===== src/source/stap_pkg.sv =====
`default_nettype none

package stap_pkg;

    // ------------------------------------------------------------------
    // TAP controller states
    // ------------------------------------------------------------------

    // Encoding follows the 1149.1 state assignment
    typedef enum logic [3:0] {
        TAP_EXIT2_DR = 4'h0,
        TAP_EXIT1_DR = 4'h1,
        TAP_SHIFT_DR = 4'h2,
        TAP_PAUSE_DR = 4'h3,
        TAP_SEL_IR   = 4'h4,
        TAP_UPD_DR   = 4'h5,
        TAP_CAP_DR   = 4'h6,
        TAP_SEL_DR   = 4'h7,
        TAP_EXIT2_IR = 4'h8,
        TAP_EXIT1_IR = 4'h9,
        TAP_SHIFT_IR = 4'hA,
        TAP_PAUSE_IR = 4'hB,
        TAP_RTI      = 4'hC,
        TAP_UPD_IR   = 4'hD,
        TAP_CAP_IR   = 4'hE,
        TAP_TLR      = 4'hF
    } tap_state_t;

    // ------------------------------------------------------------------
    // Instruction register
    // ------------------------------------------------------------------

    localparam int IR_WIDTH = 4;
    typedef logic [IR_WIDTH-1:0] ir_t;

    // Opcodes; anything not listed behaves as BYPASS
    localparam ir_t IR_IDCODE  = 4'h1;
    localparam ir_t IR_TDR     = 4'h8;
    localparam ir_t IR_SEC_TDR = 4'h9;
    localparam ir_t IR_BYPASS  = 4'hF;

    // Two LSBs must be 01 at Capture-IR
    localparam ir_t IR_CAPTURE = 4'b0001;

    // ------------------------------------------------------------------
    // Data register payloads and security policy
    // ------------------------------------------------------------------

    localparam int IDCODE_WIDTH = 32;
    typedef logic [IDCODE_WIDTH-1:0] idcode_t;

    localparam int TDR_WIDTH = 16;
    typedef logic [TDR_WIDTH-1:0] tdr_t;

    localparam int POLICY_WIDTH = 4;
    typedef logic [POLICY_WIDTH-1:0] policy_t;

    // Only this policy value opens the secure TDR
    localparam policy_t POLICY_UNLOCK = 4'h2;

endpackage

`default_nettype wire

===== src/source/stap.sv =====
`timescale 1ns/1ps
`default_nettype none

module stap (
    input  logic                                 ftap_tck,
    input  logic                                 rst_n,
    input  logic                                 ftap_tms,
    input  logic                                 ftap_tdi,
    input  stap_pkg::idcode_t                    ftap_slvidcode,
    input  logic [2*stap_pkg::TDR_WIDTH-1:0]     tdr_data_in,
    input  stap_pkg::policy_t                    fdfx_secure_policy,
    input  logic                                 fdfx_policy_update,
    output logic                                 ftap_tdo,
    output logic                                 ftap_tdoen,
    output logic [2*stap_pkg::TDR_WIDTH-1:0]     tdr_data_out
);
    import stap_pkg::*;

    // Controller strobes
    logic capture_ir;
    logic shift_ir;
    logic update_ir;
    logic capture_dr;
    logic shift_dr;
    logic update_dr;
    logic tlr;

    // Selects and serial outputs
    logic sel_idcode;
    logic sel_tdr;
    logic sel_sec_tdr;
    logic ir_so;
    logic idcode_so;
    logic tdr_so;
    logic sec_tdr_so;

    // ------------------------------------------------------------------
    // Controller and instruction register
    // ------------------------------------------------------------------

    stap_fsm u_fsm (
        .ftap_tck   (ftap_tck),
        .rst_n      (rst_n),
        .ftap_tms   (ftap_tms),
        .capture_ir (capture_ir),
        .shift_ir   (shift_ir),
        .update_ir  (update_ir),
        .capture_dr (capture_dr),
        .shift_dr   (shift_dr),
        .update_dr  (update_dr),
        .tlr        (tlr)
    );

    stap_ir u_ir (
        .ftap_tck           (ftap_tck),
        .rst_n              (rst_n),
        .ftap_tdi           (ftap_tdi),
        .capture_ir         (capture_ir),
        .shift_ir           (shift_ir),
        .update_ir          (update_ir),
        .tlr                (tlr),
        .fdfx_secure_policy (fdfx_secure_policy),
        .fdfx_policy_update (fdfx_policy_update),
        .ir_so              (ir_so),
        .sel_idcode         (sel_idcode),
        .sel_tdr            (sel_tdr),
        .sel_sec_tdr        (sel_sec_tdr)
    );

    // ------------------------------------------------------------------
    // Data registers
    // ------------------------------------------------------------------

    // IDCODE has no parallel output
    stap_dr #(.data_t(idcode_t), .HAS_UPDATE(1'b0)) u_idcode (
        .ftap_tck   (ftap_tck),
        .rst_n      (rst_n),
        .ftap_tdi   (ftap_tdi),
        .sel        (sel_idcode),
        .capture_dr (capture_dr),
        .shift_dr   (shift_dr),
        .update_dr  (update_dr),
        .par_in     (ftap_slvidcode),
        .par_out    (),
        .so         (idcode_so)
    );

    // Open TDR on the low half of the parallel bus
    stap_dr #(.data_t(tdr_t), .HAS_UPDATE(1'b1)) u_tdr (
        .ftap_tck   (ftap_tck),
        .rst_n      (rst_n),
        .ftap_tdi   (ftap_tdi),
        .sel        (sel_tdr),
        .capture_dr (capture_dr),
        .shift_dr   (shift_dr),
        .update_dr  (update_dr),
        .par_in     (tdr_data_in[TDR_WIDTH-1:0]),
        .par_out    (tdr_data_out[TDR_WIDTH-1:0]),
        .so         (tdr_so)
    );

    // Secure TDR on the high half
    stap_dr #(.data_t(tdr_t), .HAS_UPDATE(1'b1)) u_sec_tdr (
        .ftap_tck   (ftap_tck),
        .rst_n      (rst_n),
        .ftap_tdi   (ftap_tdi),
        .sel        (sel_sec_tdr),
        .capture_dr (capture_dr),
        .shift_dr   (shift_dr),
        .update_dr  (update_dr),
        .par_in     (tdr_data_in[2*TDR_WIDTH-1:TDR_WIDTH]),
        .par_out    (tdr_data_out[2*TDR_WIDTH-1:TDR_WIDTH]),
        .so         (sec_tdr_so)
    );

    // ------------------------------------------------------------------
    // TDO stage with bypass
    // ------------------------------------------------------------------

    stap_tdo u_tdo (
        .ftap_tck    (ftap_tck),
        .rst_n       (rst_n),
        .ftap_tdi    (ftap_tdi),
        .shift_ir    (shift_ir),
        .shift_dr    (shift_dr),
        .capture_dr  (capture_dr),
        .ir_so       (ir_so),
        .idcode_so   (idcode_so),
        .tdr_so      (tdr_so),
        .sec_tdr_so  (sec_tdr_so),
        .sel_idcode  (sel_idcode),
        .sel_tdr     (sel_tdr),
        .sel_sec_tdr (sel_sec_tdr),
        .ftap_tdo    (ftap_tdo),
        .ftap_tdoen  (ftap_tdoen)
    );

endmodule

`default_nettype wire


===== src/source/stap_tdo.sv =====
`timescale 1ns/1ps
`default_nettype none

module stap_tdo (
    input  logic ftap_tck,
    input  logic rst_n,
    input  logic ftap_tdi,
    input  logic shift_ir,
    input  logic shift_dr,
    input  logic capture_dr,
    input  logic ir_so,
    input  logic idcode_so,
    input  logic tdr_so,
    input  logic sec_tdr_so,
    input  logic sel_idcode,
    input  logic sel_tdr,
    input  logic sel_sec_tdr,
    output logic ftap_tdo,
    output logic ftap_tdoen
);
    logic bypass_q;
    logic dr_bit;
    logic tdo_bit;
    logic shift_en;

    // Bypass cell, zero at capture
    always_ff @(posedge ftap_tck or negedge rst_n) begin
        if (!rst_n) begin
            bypass_q <= 1'b0;
        end else if (capture_dr) begin
            bypass_q <= 1'b0;
        end else if (shift_dr) begin
            bypass_q <= ftap_tdi;
        end
    end

    // ------------------------------------------------------------------
    // Serial mux
    // ------------------------------------------------------------------

    // No select high means bypass
    assign dr_bit   = sel_idcode  ? idcode_so  :
                      sel_tdr     ? tdr_so     :
                      sel_sec_tdr ? sec_tdr_so : bypass_q;
    assign tdo_bit  = shift_ir ? ir_so : dr_bit;
    assign shift_en = shift_ir | shift_dr;

    // Retimed on falling tck so the bit is stable at the next rising edge
    always_ff @(negedge ftap_tck or negedge rst_n) begin
        if (!rst_n) begin
            ftap_tdo   <= 1'b0;
            ftap_tdoen <= 1'b0;
        end else begin
            ftap_tdo   <= shift_en ? tdo_bit : 1'b0;
            ftap_tdoen <= shift_en;
        end
    end

    // Idle pin is parked low
    a_tdo_parked : assert property (@(posedge ftap_tck) disable iff (!rst_n)
        !ftap_tdoen |-> !ftap_tdo);

endmodule

`default_nettype wire


===== src/source/stap_dr.sv =====
`timescale 1ns/1ps
`default_nettype none

module stap_dr #(
    parameter type data_t     = stap_pkg::tdr_t,
    parameter bit  HAS_UPDATE = 1'b1
) (
    input  logic  ftap_tck,
    input  logic  rst_n,
    input  logic  ftap_tdi,
    input  logic  sel,
    input  logic  capture_dr,
    input  logic  shift_dr,
    input  logic  update_dr,
    input  data_t par_in,
    output data_t par_out,
    output logic  so
);
    localparam int W = $bits(data_t);

    // Flat view of the payload keeps the shift generic
    logic [W-1:0] dr_sr;

    // ------------------------------------------------------------------
    // Capture and shift stage
    // ------------------------------------------------------------------

    // Only the selected register moves
    always_ff @(posedge ftap_tck) begin
        if (sel && capture_dr) begin
            dr_sr <= par_in;
        end else if (sel && shift_dr) begin
            dr_sr <= {ftap_tdi, dr_sr[W-1:1]};
        end
    end

    // LSB leaves first
    assign so = dr_sr[0];

    // ------------------------------------------------------------------
    // Update shadow
    // ------------------------------------------------------------------

    generate
        if (HAS_UPDATE) begin : g_shadow
            logic [W-1:0] shadow_q;

            // Parallel outputs hold steady while the chain shifts
            always_ff @(posedge ftap_tck or negedge rst_n) begin
                if (!rst_n) begin
                    shadow_q <= '0;
                end else if (sel && update_dr) begin
                    shadow_q <= dr_sr;
                end
            end

            assign par_out = data_t'(shadow_q);
        end else begin : g_no_shadow
            // Read-only register such as IDCODE
            assign par_out = '0;
        end
    endgenerate

endmodule

`default_nettype wire


===== src/source/stap_ir.sv =====
`timescale 1ns/1ps
`default_nettype none

module stap_ir (
    input  logic              ftap_tck,
    input  logic              rst_n,
    input  logic              ftap_tdi,
    input  logic              capture_ir,
    input  logic              shift_ir,
    input  logic              update_ir,
    input  logic              tlr,
    input  stap_pkg::policy_t fdfx_secure_policy,
    input  logic              fdfx_policy_update,
    output logic              ir_so,
    output logic              sel_idcode,
    output logic              sel_tdr,
    output logic              sel_sec_tdr
);
    import stap_pkg::*;

    ir_t     ir_sr;
    ir_t     ir_q;
    policy_t policy_q;
    logic    sec_open_q;

    // ------------------------------------------------------------------
    // Shift stage
    // ------------------------------------------------------------------

    // Fixed pattern at capture, then LSB out and TDI into the MSB
    always_ff @(posedge ftap_tck) begin
        if (capture_ir) begin
            ir_sr <= IR_CAPTURE;
        end else if (shift_ir) begin
            ir_sr <= {ftap_tdi, ir_sr[IR_WIDTH-1:1]};
        end
    end

    assign ir_so = ir_sr[0];

    // ------------------------------------------------------------------
    // Policy latch and instruction shadow
    // ------------------------------------------------------------------

    // Policy is not touched by a TMS reset, only by rst_n
    always_ff @(posedge ftap_tck or negedge rst_n) begin
        if (!rst_n) begin
            policy_q <= '0;
        end else if (fdfx_policy_update) begin
            policy_q <= fdfx_secure_policy;
        end
    end

    // Unlock state is sampled together with the instruction, so a new
    // policy only matters from the next Update-IR on
    always_ff @(posedge ftap_tck or negedge rst_n) begin
        if (!rst_n) begin
            ir_q       <= IR_IDCODE;
            sec_open_q <= 1'b0;
        end else if (tlr) begin
            ir_q       <= IR_IDCODE;
            sec_open_q <= 1'b0;
        end else if (update_ir) begin
            ir_q       <= ir_sr;
            sec_open_q <= (policy_q == POLICY_UNLOCK);
        end
    end

    // ------------------------------------------------------------------
    // Register selects
    // ------------------------------------------------------------------

    always_comb begin
        sel_idcode  = 1'b0;
        sel_tdr     = 1'b0;
        sel_sec_tdr = 1'b0;
        case (ir_q)
            IR_IDCODE:  sel_idcode  = 1'b1;
            IR_TDR:     sel_tdr     = 1'b1;
            // Locked secure TDR falls back to bypass
            IR_SEC_TDR: sel_sec_tdr = sec_open_q;
            // BYPASS and unlisted codes select nothing
            default:    sel_idcode  = 1'b0;
        endcase
    end

    a_sel_onehot0 : assert property (@(posedge ftap_tck) disable iff (!rst_n)
        $onehot0({sel_idcode, sel_tdr, sel_sec_tdr}));

    // Secure TDR opens only through an Update-IR under the unlock policy
    a_sec_gate : assert property (@(posedge ftap_tck) disable iff (!rst_n)
        $rose(sel_sec_tdr) |-> $past(update_ir) && ($past(policy_q) == POLICY_UNLOCK));

endmodule

`default_nettype wire


===== src/source/stap_fsm.sv =====
`timescale 1ns/1ps
`default_nettype none

module stap_fsm (
    input  logic ftap_tck,
    input  logic rst_n,
    input  logic ftap_tms,
    output logic capture_ir,
    output logic shift_ir,
    output logic update_ir,
    output logic capture_dr,
    output logic shift_dr,
    output logic update_dr,
    output logic tlr
);
    import stap_pkg::*;

    tap_state_t state_q;
    tap_state_t state_nxt;

    // ------------------------------------------------------------------
    // Next state, straight from the 1149.1 state diagram
    // ------------------------------------------------------------------

    always_comb begin
        state_nxt = TAP_TLR;
        case (state_q)
            TAP_TLR:      state_nxt = ftap_tms ? TAP_TLR      : TAP_RTI;
            TAP_RTI:      state_nxt = ftap_tms ? TAP_SEL_DR   : TAP_RTI;
            // DR column
            TAP_SEL_DR:   state_nxt = ftap_tms ? TAP_SEL_IR   : TAP_CAP_DR;
            TAP_CAP_DR:   state_nxt = ftap_tms ? TAP_EXIT1_DR : TAP_SHIFT_DR;
            TAP_SHIFT_DR: state_nxt = ftap_tms ? TAP_EXIT1_DR : TAP_SHIFT_DR;
            TAP_EXIT1_DR: state_nxt = ftap_tms ? TAP_UPD_DR   : TAP_PAUSE_DR;
            TAP_PAUSE_DR: state_nxt = ftap_tms ? TAP_EXIT2_DR : TAP_PAUSE_DR;
            TAP_EXIT2_DR: state_nxt = ftap_tms ? TAP_UPD_DR   : TAP_SHIFT_DR;
            TAP_UPD_DR:   state_nxt = ftap_tms ? TAP_SEL_DR   : TAP_RTI;
            // IR column
            TAP_SEL_IR:   state_nxt = ftap_tms ? TAP_TLR      : TAP_CAP_IR;
            TAP_CAP_IR:   state_nxt = ftap_tms ? TAP_EXIT1_IR : TAP_SHIFT_IR;
            TAP_SHIFT_IR: state_nxt = ftap_tms ? TAP_EXIT1_IR : TAP_SHIFT_IR;
            TAP_EXIT1_IR: state_nxt = ftap_tms ? TAP_UPD_IR   : TAP_PAUSE_IR;
            TAP_PAUSE_IR: state_nxt = ftap_tms ? TAP_EXIT2_IR : TAP_PAUSE_IR;
            TAP_EXIT2_IR: state_nxt = ftap_tms ? TAP_UPD_IR   : TAP_SHIFT_IR;
            TAP_UPD_IR:   state_nxt = ftap_tms ? TAP_SEL_DR   : TAP_RTI;
            default:      state_nxt = TAP_TLR;
        endcase
    end

    // State steps on every rising tck
    always_ff @(posedge ftap_tck or negedge rst_n) begin
        if (!rst_n) begin
            state_q <= TAP_TLR;
        end else begin
            state_q <= state_nxt;
        end
    end

    // ------------------------------------------------------------------
    // Strobes decoded from the current state
    // ------------------------------------------------------------------

    // High for the whole cycle spent in the state
    // Registers act on the rising edge that ends it
    assign capture_ir = (state_q == TAP_CAP_IR);
    assign shift_ir   = (state_q == TAP_SHIFT_IR);
    assign update_ir  = (state_q == TAP_UPD_IR);
    assign capture_dr = (state_q == TAP_CAP_DR);
    assign shift_dr   = (state_q == TAP_SHIFT_DR);
    assign update_dr  = (state_q == TAP_UPD_DR);
    assign tlr        = (state_q == TAP_TLR);

    // Register strobes never overlap
    a_strobe_onehot0 : assert property (@(posedge ftap_tck) disable iff (!rst_n)
        $onehot0({capture_ir, shift_ir, update_ir, capture_dr, shift_dr, update_dr, tlr}));

    // Five TMS-high clocks reach Test-Logic-Reset from anywhere
    a_tms_reset : assert property (@(posedge ftap_tck) disable iff (!rst_n)
        (ftap_tms && $past(ftap_tms, 1) && $past(ftap_tms, 2) &&
         $past(ftap_tms, 3) && $past(ftap_tms, 4)) |=> tlr);

endmodule

`default_nettype wire


===== config.mk =====
export PLATFORM = sky130hd
export DESIGN_NAME = stap
export DESIGN_NICKNAME = d
export VERILOG_FILES = /design/src/source/stap_pkg.sv /design/src/source/stap.sv /design/src/source/stap_tdo.sv /design/src/source/stap_dr.sv /design/src/source/stap_ir.sv /design/src/source/stap_fsm.sv
export SDC_FILE = /design/constraint.sdc
export NUM_CORES = 1
export LEC_CHECK = 0
export BUFFER_PORTS_ARGS = -buffer_cell sky130_fd_sc_hd__buf_2
export CAP_MARGIN = 0
export CORE_ASPECT_RATIO = 1.2
export CORE_MARGIN = 3
export CORE_UTILIZATION = 54
export DETAILED_ROUTE_END_ITERATION = 10
export PLACE_DENSITY = 0.81
export SYNTH_ARGS = -nofsm -noshare
export SYNTH_HDL_FRONTEND = slang
export SYNTH_SLANG_ARGS = --single-unit

===== constraint.sdc =====
create_clock -name ftap_tck -period 2.8 [get_ports ftap_tck]
set_input_delay 0.42 -clock ftap_tck [delete_from_list [all_inputs] [get_ports ftap_tck]]
set_output_delay 0.42 -clock ftap_tck [all_outputs]
set_load 0.005 [all_outputs]

Word level (Yosys, flattened, before mapping)

Index checks and enable logic that the tools add are counted.
Widths: inputs -> output; s select.

Memories kept: 0
Bits of input ports: 73
Memory bits (writable): 0
Bits in registers: 116
Output and inout bits: 34
ROM bits: 0
Latch bits: 0
Logic and storage cells: 83

Multipliers: 0
Multiplexer cells: 33
Bitwise logic cells: 1
Divide/modulo/power cells: 0
Order comparisons: 0
Reduce and logical (&&, ||, !) cells: 17
$add $sub $neg: 0
Shifts and indexed selects: 0
Eq/ne operators: 19

Operator list:

| operator           | number |
|---|---|
| $mux 16            | 4 |
| $mux 32            | 2 |
| $pmux 4 s12        | 1 |
| $eq 4x4->1 const B | 10 |
| $eq 4x3->1 const B | 4 |
| $mux 1             | 13 |
| $eq 4x2->1 const B | 3 |
| $mux 2             | 6 |
| $mux 3             | 4 |
| $mux 4             | 3 |
| $reduce_bool 2->1  | 5 |
| $eq 4x1->1 const B | 2 |
| $logic_and 1x1->1  | 8 |
| $logic_not 4->1    | 1 |
| $reduce_or 2->1    | 2 |
| $reduce_or 3->1    | 1 |
| $or 1x1->1         | 1 |

Longest topological paths before layout

Gate-level depths: netlist (run 1).

Depth in word-level cells: 7
Mapped depth: 7
Gate-level depth less buffers: 4

Modules after synthesis

A second synthesis (run 1) with hierarchy kept.

Cells, all modules: 327
Area total of the unflattened synthesis: 5281.3 sq um

Modules (own cells, without submodules):

| module                  | instances | cells each | area each (sq um) | sequential area each (sq um) |
|---|---|---|---|---|
| stap_dr (u_sec_tdr ...) | 2         | 69         | 1283.7            | 880.8 |
| stap_dr (u_idcode)      | 1         | 102        | 1756.7            | 960.9 |
| stap_ir                 | 1         | 43         | 545.5             | 306.5 |
| stap_fsm                | 1         | 31         | 260.2             | 105.1 |
| stap_tdo                | 1         | 13         | 151.4             | 75.1 |

==> impl_metrics.csv, run 1 <==
group,metric,value,unit
run_status,status,"finished with violations",
run_status,violations,"negative setup slack",
power_and_ir_drop,leak_pwr,0.002749,uW
sta,finalSetupTns,-0.001932,ns
sta,worst_hold_slack_after_final_layout,0.1313,ns
clocking,cts_num_sinks,116,
floorplanning,ioPinCount,107,
grt,grt_max_degree,43,
critical_path,cp_max_fo,2,
clocking,htree_num_levels,4,
clocking,clockBufferDepth,2,
grt,antenna_found_initial,0,
placement,port-buffer-count,106,
sta,final.setup.worst_slack,-0.001932,ns
floorplanning,floorplan.rows,37,
floorplanning,area_of_the_core,8750,sq um
clocking,clock-root-buffer,"sky130_fd_sc_hd__clkbuf_8",
sta,rsz0062_at_grt,"yes",
grt,groute.usage.overall,20.47,%
sta,report.final.slew_viol_count,0,
detailed_routing,vias_per_cell,5.389,
placement,place_area,5610,sq um
floorplanning,die_y,111.0,um
power_and_ir_drop,power.ir.vdd_worst,0.5183,mV
detailed_routing,detail_route.wl_per_cell,17.47,um
final_layout,area_delta_synth_final,25.71,%
sta,fin_skew,0.08225,ns
grt,wire_length_of_the_first_global_routing_pass,16100,um
clocking,tritoncts_buffer_count,17,
clocking,worst_skew_pair.late_latency,0.52,ns
critical_path,critical_path_required,1.68,ns
detailed_routing,detailroute.via_count,3018,
critical_path,worst-setup-path-type,"register to register",
synth,synth_ff_type,"sky130_fd_sc_hd__edfxtp_1",
final_layout,antenna_cells_inserted,0,
critical_path,start_kind,"register",
synth,synth-async-reset-ratio,41.38,%
final_layout,nNetsFinal,503,
sta,finalSetupViolCount,1,
critical_path,end_kind,"register",
final_layout,n_fill_cell,590,
grt,overflow,0,
placement,replace_congestion,0.8142,
final_layout,share_of_post_route_cells_with_drive_strength_above_1,60.05,%
synth,synth.net_count,380,
sta,timing.final.hold_violations,0,
sta,max-slew-margin-rel,58.73,%
synth,synth_enable_flop_cells,64,
final_layout,final_area,6235,sq um
detailed_routing,detail_route.iter0.violations,83,
synth,synth_cell_type_count,39,
critical_path,cp.arrival,1.68,ns
synth,syn-instance-count,307,
synth,mean_post_synth_cell_area,16.16,sq um
run,drv.max_cap_violation_count,0,
power_and_ir_drop,powerDensity,838.6,nW/um^2
grt,vias_in_the_first_global_route,3281,
detailed_routing,drt.antenna.violating_nets,0,
sta,worst_pin_slew,0.6177,ns
detailed_routing,drcViolationCount,0,
synth,yosys_warnings,0,
detailed_routing,drt-pass1-iter-count,4,
clocking,clk_transition_reported_paths,0.06,ns
worst_hold_path,min-delay-path-class,"input port to register",
detailed_routing,wl,9785,um
floorplanning,floorplan.die.width,93.49,um
synth,seq_area_frac_synth,64.71,%
placement,dp.final_hpwl,6100,um
clocking,tritoncts,"built",
floorplanning,die_area,10380,sq um
synth,synthesis.area,4960,sq um
synth,synth-seq-cells,116,
floorplanning,floorplan.initialDensity,56.69,%
## state kept, by name, summed over array words and instances, names as in the netlist
| signal | count |
|---|---|
| u_tdo.ftap_tdoen | 1 |
| u_tdo.bypass_q | 1 |
| u_ir.sec_open_q | 1 |
| u_sec_tdr.dr_sr | 16 |
| u_fsm.state_q | 4 |
| u_ir.ir_sr | 4 |
| u_ir.policy_q | 4 |
| u_tdo.ftap_tdo | 1 |
| u_tdr.par_out | 16 |
| u_ir.ir_q | 4 |
| u_idcode.dr_sr | 32 |
| u_sec_tdr.par_out | 16 |
| u_tdr.dr_sr | 16 |
## repair_timing
action	in CTS	in global routing
setup buffers	1	0
endpoints found under the hold margin	4	0
hold buffers	1	0
pin swaps	3	0
setup endpoints to repair	2	3
resized for setup	2	1
## layout make-up
class / count / area (sq um) / share of cell area, %
clock buffers: 21 / 491.7 / 7.887
clock inverters: 11 / 97.59 / 1.565
inverters: 1 / 3.754 / 0.06020
multi-input cells: 176 / 1663 / 26.67
flip-flops and latches: 116 / 3209 / 51.48
well taps: 117 / 146.4 / 2.348
repair buffers: 118 / 623.1 / 9.994
## layer usage
| layer | wire length [um] | GRT usage [%] | share of wire [%] | vias to the layer above |
|---|---|---|---|---|
| met4 | 163 | 8.504 | 1.7 | 0 |
| met1 | 4110 | 24.45 | 42 | 1519 |
| met5 | 0 | 0 | 0 | - |
| met3 | 703 | 7.536 | 7.2 | 16 |
| met2 | 4807 | 33.16 | 49 | 101 |
| li1 | - | - | - | 1382 |
## worst max-delay path: stages (launching register included)
cell,delay [ns]
sky130_fd_sc_hd__dfrtp_1,0.40
sky130_fd_sc_hd__or3b_4,0.41
sky130_fd_sc_hd__o21a_1,0.18
sky130_fd_sc_hd__o32ai_2,0.10
sky130_fd_sc_hd__a21oi_1,0.09
## placed cells by master (no fill, tap or decap), types with 2 or more instances in the layout
cell	instances
sky130_fd_sc_hd__clkinv_2	4
sky130_fd_sc_hd__clkinv_4	2
sky130_fd_sc_hd__dfstp_2	5
sky130_fd_sc_hd__clkinvlp_4	4
sky130_fd_sc_hd__nand2b_1	9
sky130_fd_sc_hd__dfxtp_1	4
sky130_fd_sc_hd__nand3_1	4
sky130_fd_sc_hd__dfrtn_1	2
sky130_fd_sc_hd__clkbuf_16	18
sky130_fd_sc_hd__o21ai_0	12
sky130_fd_sc_hd__nor2_1	10
sky130_fd_sc_hd__dfrtp_1	41
sky130_fd_sc_hd__buf_2	106
sky130_fd_sc_hd__a21oi_1	3
sky130_fd_sc_hd__edfxtp_1	64
sky130_fd_sc_hd__mux2_2	79
sky130_fd_sc_hd__mux2_4	20
sky130_fd_sc_hd__buf_4	11
sky130_fd_sc_hd__clkbuf_8	3
sky130_fd_sc_hd__nand2_1	17
## cell usage after synthesis, types with 2 or more instances
master                     count  share of area [%]
sky130_fd_sc_hd__dfrtn_1       2                1.0
sky130_fd_sc_hd__nand3_1       4               0.40
sky130_fd_sc_hd__dfxtp_1       4                1.6
sky130_fd_sc_hd__nand2_1      17                1.3
sky130_fd_sc_hd__dfstp_2       5                2.6
sky130_fd_sc_hd__o21ai_0      12                1.2
sky130_fd_sc_hd__edfxtp_1     64                 39
sky130_fd_sc_hd__mux2_4       20                6.1
sky130_fd_sc_hd__clkbuf_1      3               0.23
sky130_fd_sc_hd__nor3_1        2               0.20
sky130_fd_sc_hd__buf_6         4               0.91
sky130_fd_sc_hd__nand2b_1      9                1.1
sky130_fd_sc_hd__a21oi_1       4               0.40
sky130_fd_sc_hd__nor2_1       10               0.76
sky130_fd_sc_hd__buf_2         5               0.50
sky130_fd_sc_hd__mux2_2       79                 18
sky130_fd_sc_hd__dfrtp_1      41                 21
## stage by stage
| step | power (uW) | util [%] | cells | setup WS (ns) |
|---|---|---|---|---|
| 2_1_floorplan | 2796 | - | 307 | 0.07746 |
| 3_3_place_gp | 3081 | 64.12 | 526 | 0.07805 |
| 3_5_place_dp | 3131 | 64.12 | 526 | 0.02883 |
| 4_1_cts | 5256 | 71.21 | 560 | -0.01375 |
| 5_1_grt | 5469 | 71.26 | 560 | -0.02376 |
| 6_report | 5229 | 71.26 | 560 | -0.001932 |
## cell families (layout without fill, tap and decap cells)
kind of cell           Yosys count  count (layout)  synth area share, %
flip-flops                     116             116                64.71
buffers and inverters           15             151                2.220
multiplexers                   101             101                24.42
AO/OA/AOI/OAI                   22              22                2.574
AND/OR/NAND/NOR                 53              53                6.080
## final timing paths
kind / slack [ns] / endpoint / cells past startpoint / start
min in group asynchronous: 0.52 / u_fsm.state_q[0] / 2 / rst_n
hold / removal: 0.13 / u_fsm.state_q[3] / 2 / ftap_tms
hold reg to reg: 0.49 / u_ir.ir_sr[0] / 2 / u_ir.ir_sr[0]
setup / recovery: -0.002 / u_tdo.ftap_tdo / 4 / u_ir.ir_q[1]
max in group asynchronous: 0.92 / u_tdo.ftap_tdo / 2 / rst_n
setup reg to reg: -0.002 / u_tdo.ftap_tdo / 4 / u_ir.ir_q[1]
## where the power goes
group          switching, uW  internal (uW)
registers                189           2110
clock network            757           1320
logic                    407            442
total                   1350           3880
Note: power is estimated with default switching activity, not from simulation.
==> run 2: changes to the inputs <==
Settings changed: CORE_UTILIZATION 54 to 52, PLACE_DENSITY 0.81 to 0.79.
==> run 2 against run 1 <==
  * The flow still finishes with violations (negative setup slack)
  * Clock power rose by 4%
  * Clock skew shrank 0.0078 ns
  * Utilization down 3.2 points
  * Routed wire length shrank 0.66%
  * Sequential share of layout area fell by 0.052 points
  * Critical endpoint is now ftap_tdoen
  * Power is 1.4% higher
  * Global-route usage shrank 1.5 points
==> impl_metrics.csv, run 2 (synthesis gave the netlist of run 1 again) <==
group,metric,value,unit
run_status,status,"finished with violations",
run_status,violations,"negative setup slack",
clocking,cts_num_sinks,116,
detailed_routing,vias_per_cell,5.240,
grt,wire_length_of_the_first_global_routing_pass,15320,um
sta,report.final.slew_viol_count,0,
sta,worst_pin_slew,0.6052,ns
final_layout,share_of_post_route_cells_with_drive_strength_above_1,59.50,%
final_layout,antenna_cells_inserted,0,
power_and_ir_drop,power.share.clock,40.8,%
sta,final.setup.worst_slack,-0.0002351,ns
power_and_ir_drop,seqPwrFrac,43.3,%
final_layout,largest_register,"u_idcode.dr_sr",
placement,replace_congestion,0.8119,
critical_path,crit_buf_inv,1,
critical_path,ordered_cell_list_for_the_critical_path,"buf_2",
power_and_ir_drop,powerDensity,849.4,nW/um^2
final_layout,multi_input_comb_area,1663,sq um
power_and_ir_drop,finalPower,5301,uW
detailed_routing,drt-pass1-iter-count,4,
detailed_routing,detail_route.wl_per_cell,17.30,um
grt,overflow,0,
placement,port-buffer-count,106,
final_layout,layout_commonest_cell,"sky130_fd_sc_hd__buf_2",
grt,vias_in_the_first_global_route,3127,
critical_path,cp_max_fo,1,
sta,rsz0062_at_grt,"yes",
final_layout,layout.cells.most_common_list,"sky130_fd_sc_hd__buf_2 (106), sky130_fd_sc_hd__mux2_2 (79), sky130_fd_sc_hd__edfxtp_1 (64)",
floorplanning,area_of_the_core,9176,sq um
sta,fin_skew,0.07446,ns
clocking,clockBufferDepth,2,
critical_path,critical_path.top_delay_family,"flip-flops",
power_and_ir_drop,p_comb_share,15.9,%
critical_path,worst-setup-path-type,"register to primary output",
grt,groute.usage.overall,18.96,%
power_and_ir_drop,leak_pwr,0.002761,uW
final_layout,n_fill_cell,613,
final_layout,largest_register_ff_count,32,
critical_path,timing.critical_path.slowest_cell_delay,0.42,ns
clocking,worst_skew_pair.late_latency,0.52,ns
sta,finalSetupViolCount,1,
worst_hold_path,min-delay-path-class,"input port to register",
final_layout,area_delta_synth_final,25.83,%
detailed_routing,drcViolationCount,0,
floorplanning,ioPinCount,107,
clocking,clk_transition_reported_paths,0.05,ns
run,drv.max_cap_violation_count,0,
detailed_routing,detailroute.via_count,2945,
critical_path,critical_path_required,2.38,ns
power_and_ir_drop,power.ir.vdd_worst,0.5756,mV
clocking,htree_num_levels,4,
grt,grt_max_degree,36,
power_and_ir_drop,p_int,3986,uW
floorplanning,die_area,10750,sq um
power_and_ir_drop,sw_share,24.80,%
detailed_routing,drt.antenna.violating_nets,0,
power_and_ir_drop,power.net_switching,1315,uW
final_layout,final_util,68.01,%
detailed_routing,detail_route.iter0.violations,120,
floorplanning,die_y,113.0,um
detailed_routing,wl,9720,um
critical_path,start_kind,"register",
critical_path,crit_path_top_delay_cell,"sky130_fd_sc_hd__dfrtn_1",
clocking,tritoncts,"built",
sta,worst_hold_slack_after_final_layout,0.1402,ns
sta,timing.final.hold_violations,0,
grt,antenna_found_initial,0,
sta,max-slew-margin-rel,59.57,%
floorplanning,floorplan.initialDensity,54.05,%
critical_path,end_kind,"primary output",
floorplanning,floorplan.die.width,95.16,um
final_layout,final-seq-area,3209,sq um
clocking,clock-root-buffer,"sky130_fd_sc_hd__clkbuf_8",
placement,dp.final_hpwl,6473,um
floorplanning,floorplan.rows,38,
clocking,tritoncts_buffer_count,17,
critical_path,cp.arrival,2.38,ns
final_layout,nNetsFinal,502,
==> run 2: layout make-up <==
type	count	area share [%]
Inverter	1	0.06014
Tap cell	120	2.406
Multi-Input combinational cell	176	26.64
Clock inverter	11	2.085
Sequential cell	116	51.42
Clock buffer	21	7.518
Timing Repair Buffer	117	9.864
==> run 2: layer usage <==
layer  share of wire, %  track usage (%)  routed length, um
met1                 40            22.65               3909
met2                 51            31.06               4949
met3                6.1            5.585                594
met4                2.7            9.240                267
met5                  0                0                  0
==> run 2: power groups by stage <==
stage | clock (uW) | sequential (uW) | combinational (uW)
after floorplan | 0 | 2260 | 538
after global placement | 0 | 2300 | 782
after detailed placement | 0 | 2320 | 819
after CTS | 2190 | 2290 | 847
after global routing | 2270 | 2320 | 940
final | 2160 | 2290 | 845
==> run 2: final timing paths <==
kind / startpoint / end / slack (ns) / cells past startpoint
max: u_tdo.ftap_tdoen / ftap_tdoen / -0.0002 / 1
min: ftap_tms / u_fsm.state_q[3] / 0.14 / 2
max reg2reg: u_ir.ir_q[1] / u_tdo.ftap_tdo / 0.01 / 4
min reg2reg: u_ir.ir_sr[2] / u_ir.ir_sr[2] / 0.48 / 2
max in group asynchronous: rst_n / u_tdo.ftap_tdoen / 0.77 / 2
min in group asynchronous: rst_n / u_tdo.bypass_q / 0.38 / 2
==> run 2: timing repair <==
action                                  CTS  global route
endpoints found under the hold margin     6             0
hold buffers                              1             0
setup buffers                             1             0
resized for setup                         1             2
pin swaps                                 3             0
endpoints found under the setup margin    2             3
==> run 2: stage by stage <==
stage	cell area [sq um]	cells	TNS, ns	setup slack [ns]
2_1_floorplan	4960	307	0	0.07746
3_3_place_gp	5607	528	0	0.06720
3_5_place_dp	5607	528	0	0.05707
4_1_cts	6231	562	-0.01819	-0.01819
5_1_grt	6241	562	-0.05923	-0.03024
6_report	6241	562	-0.0002351	-0.0002351
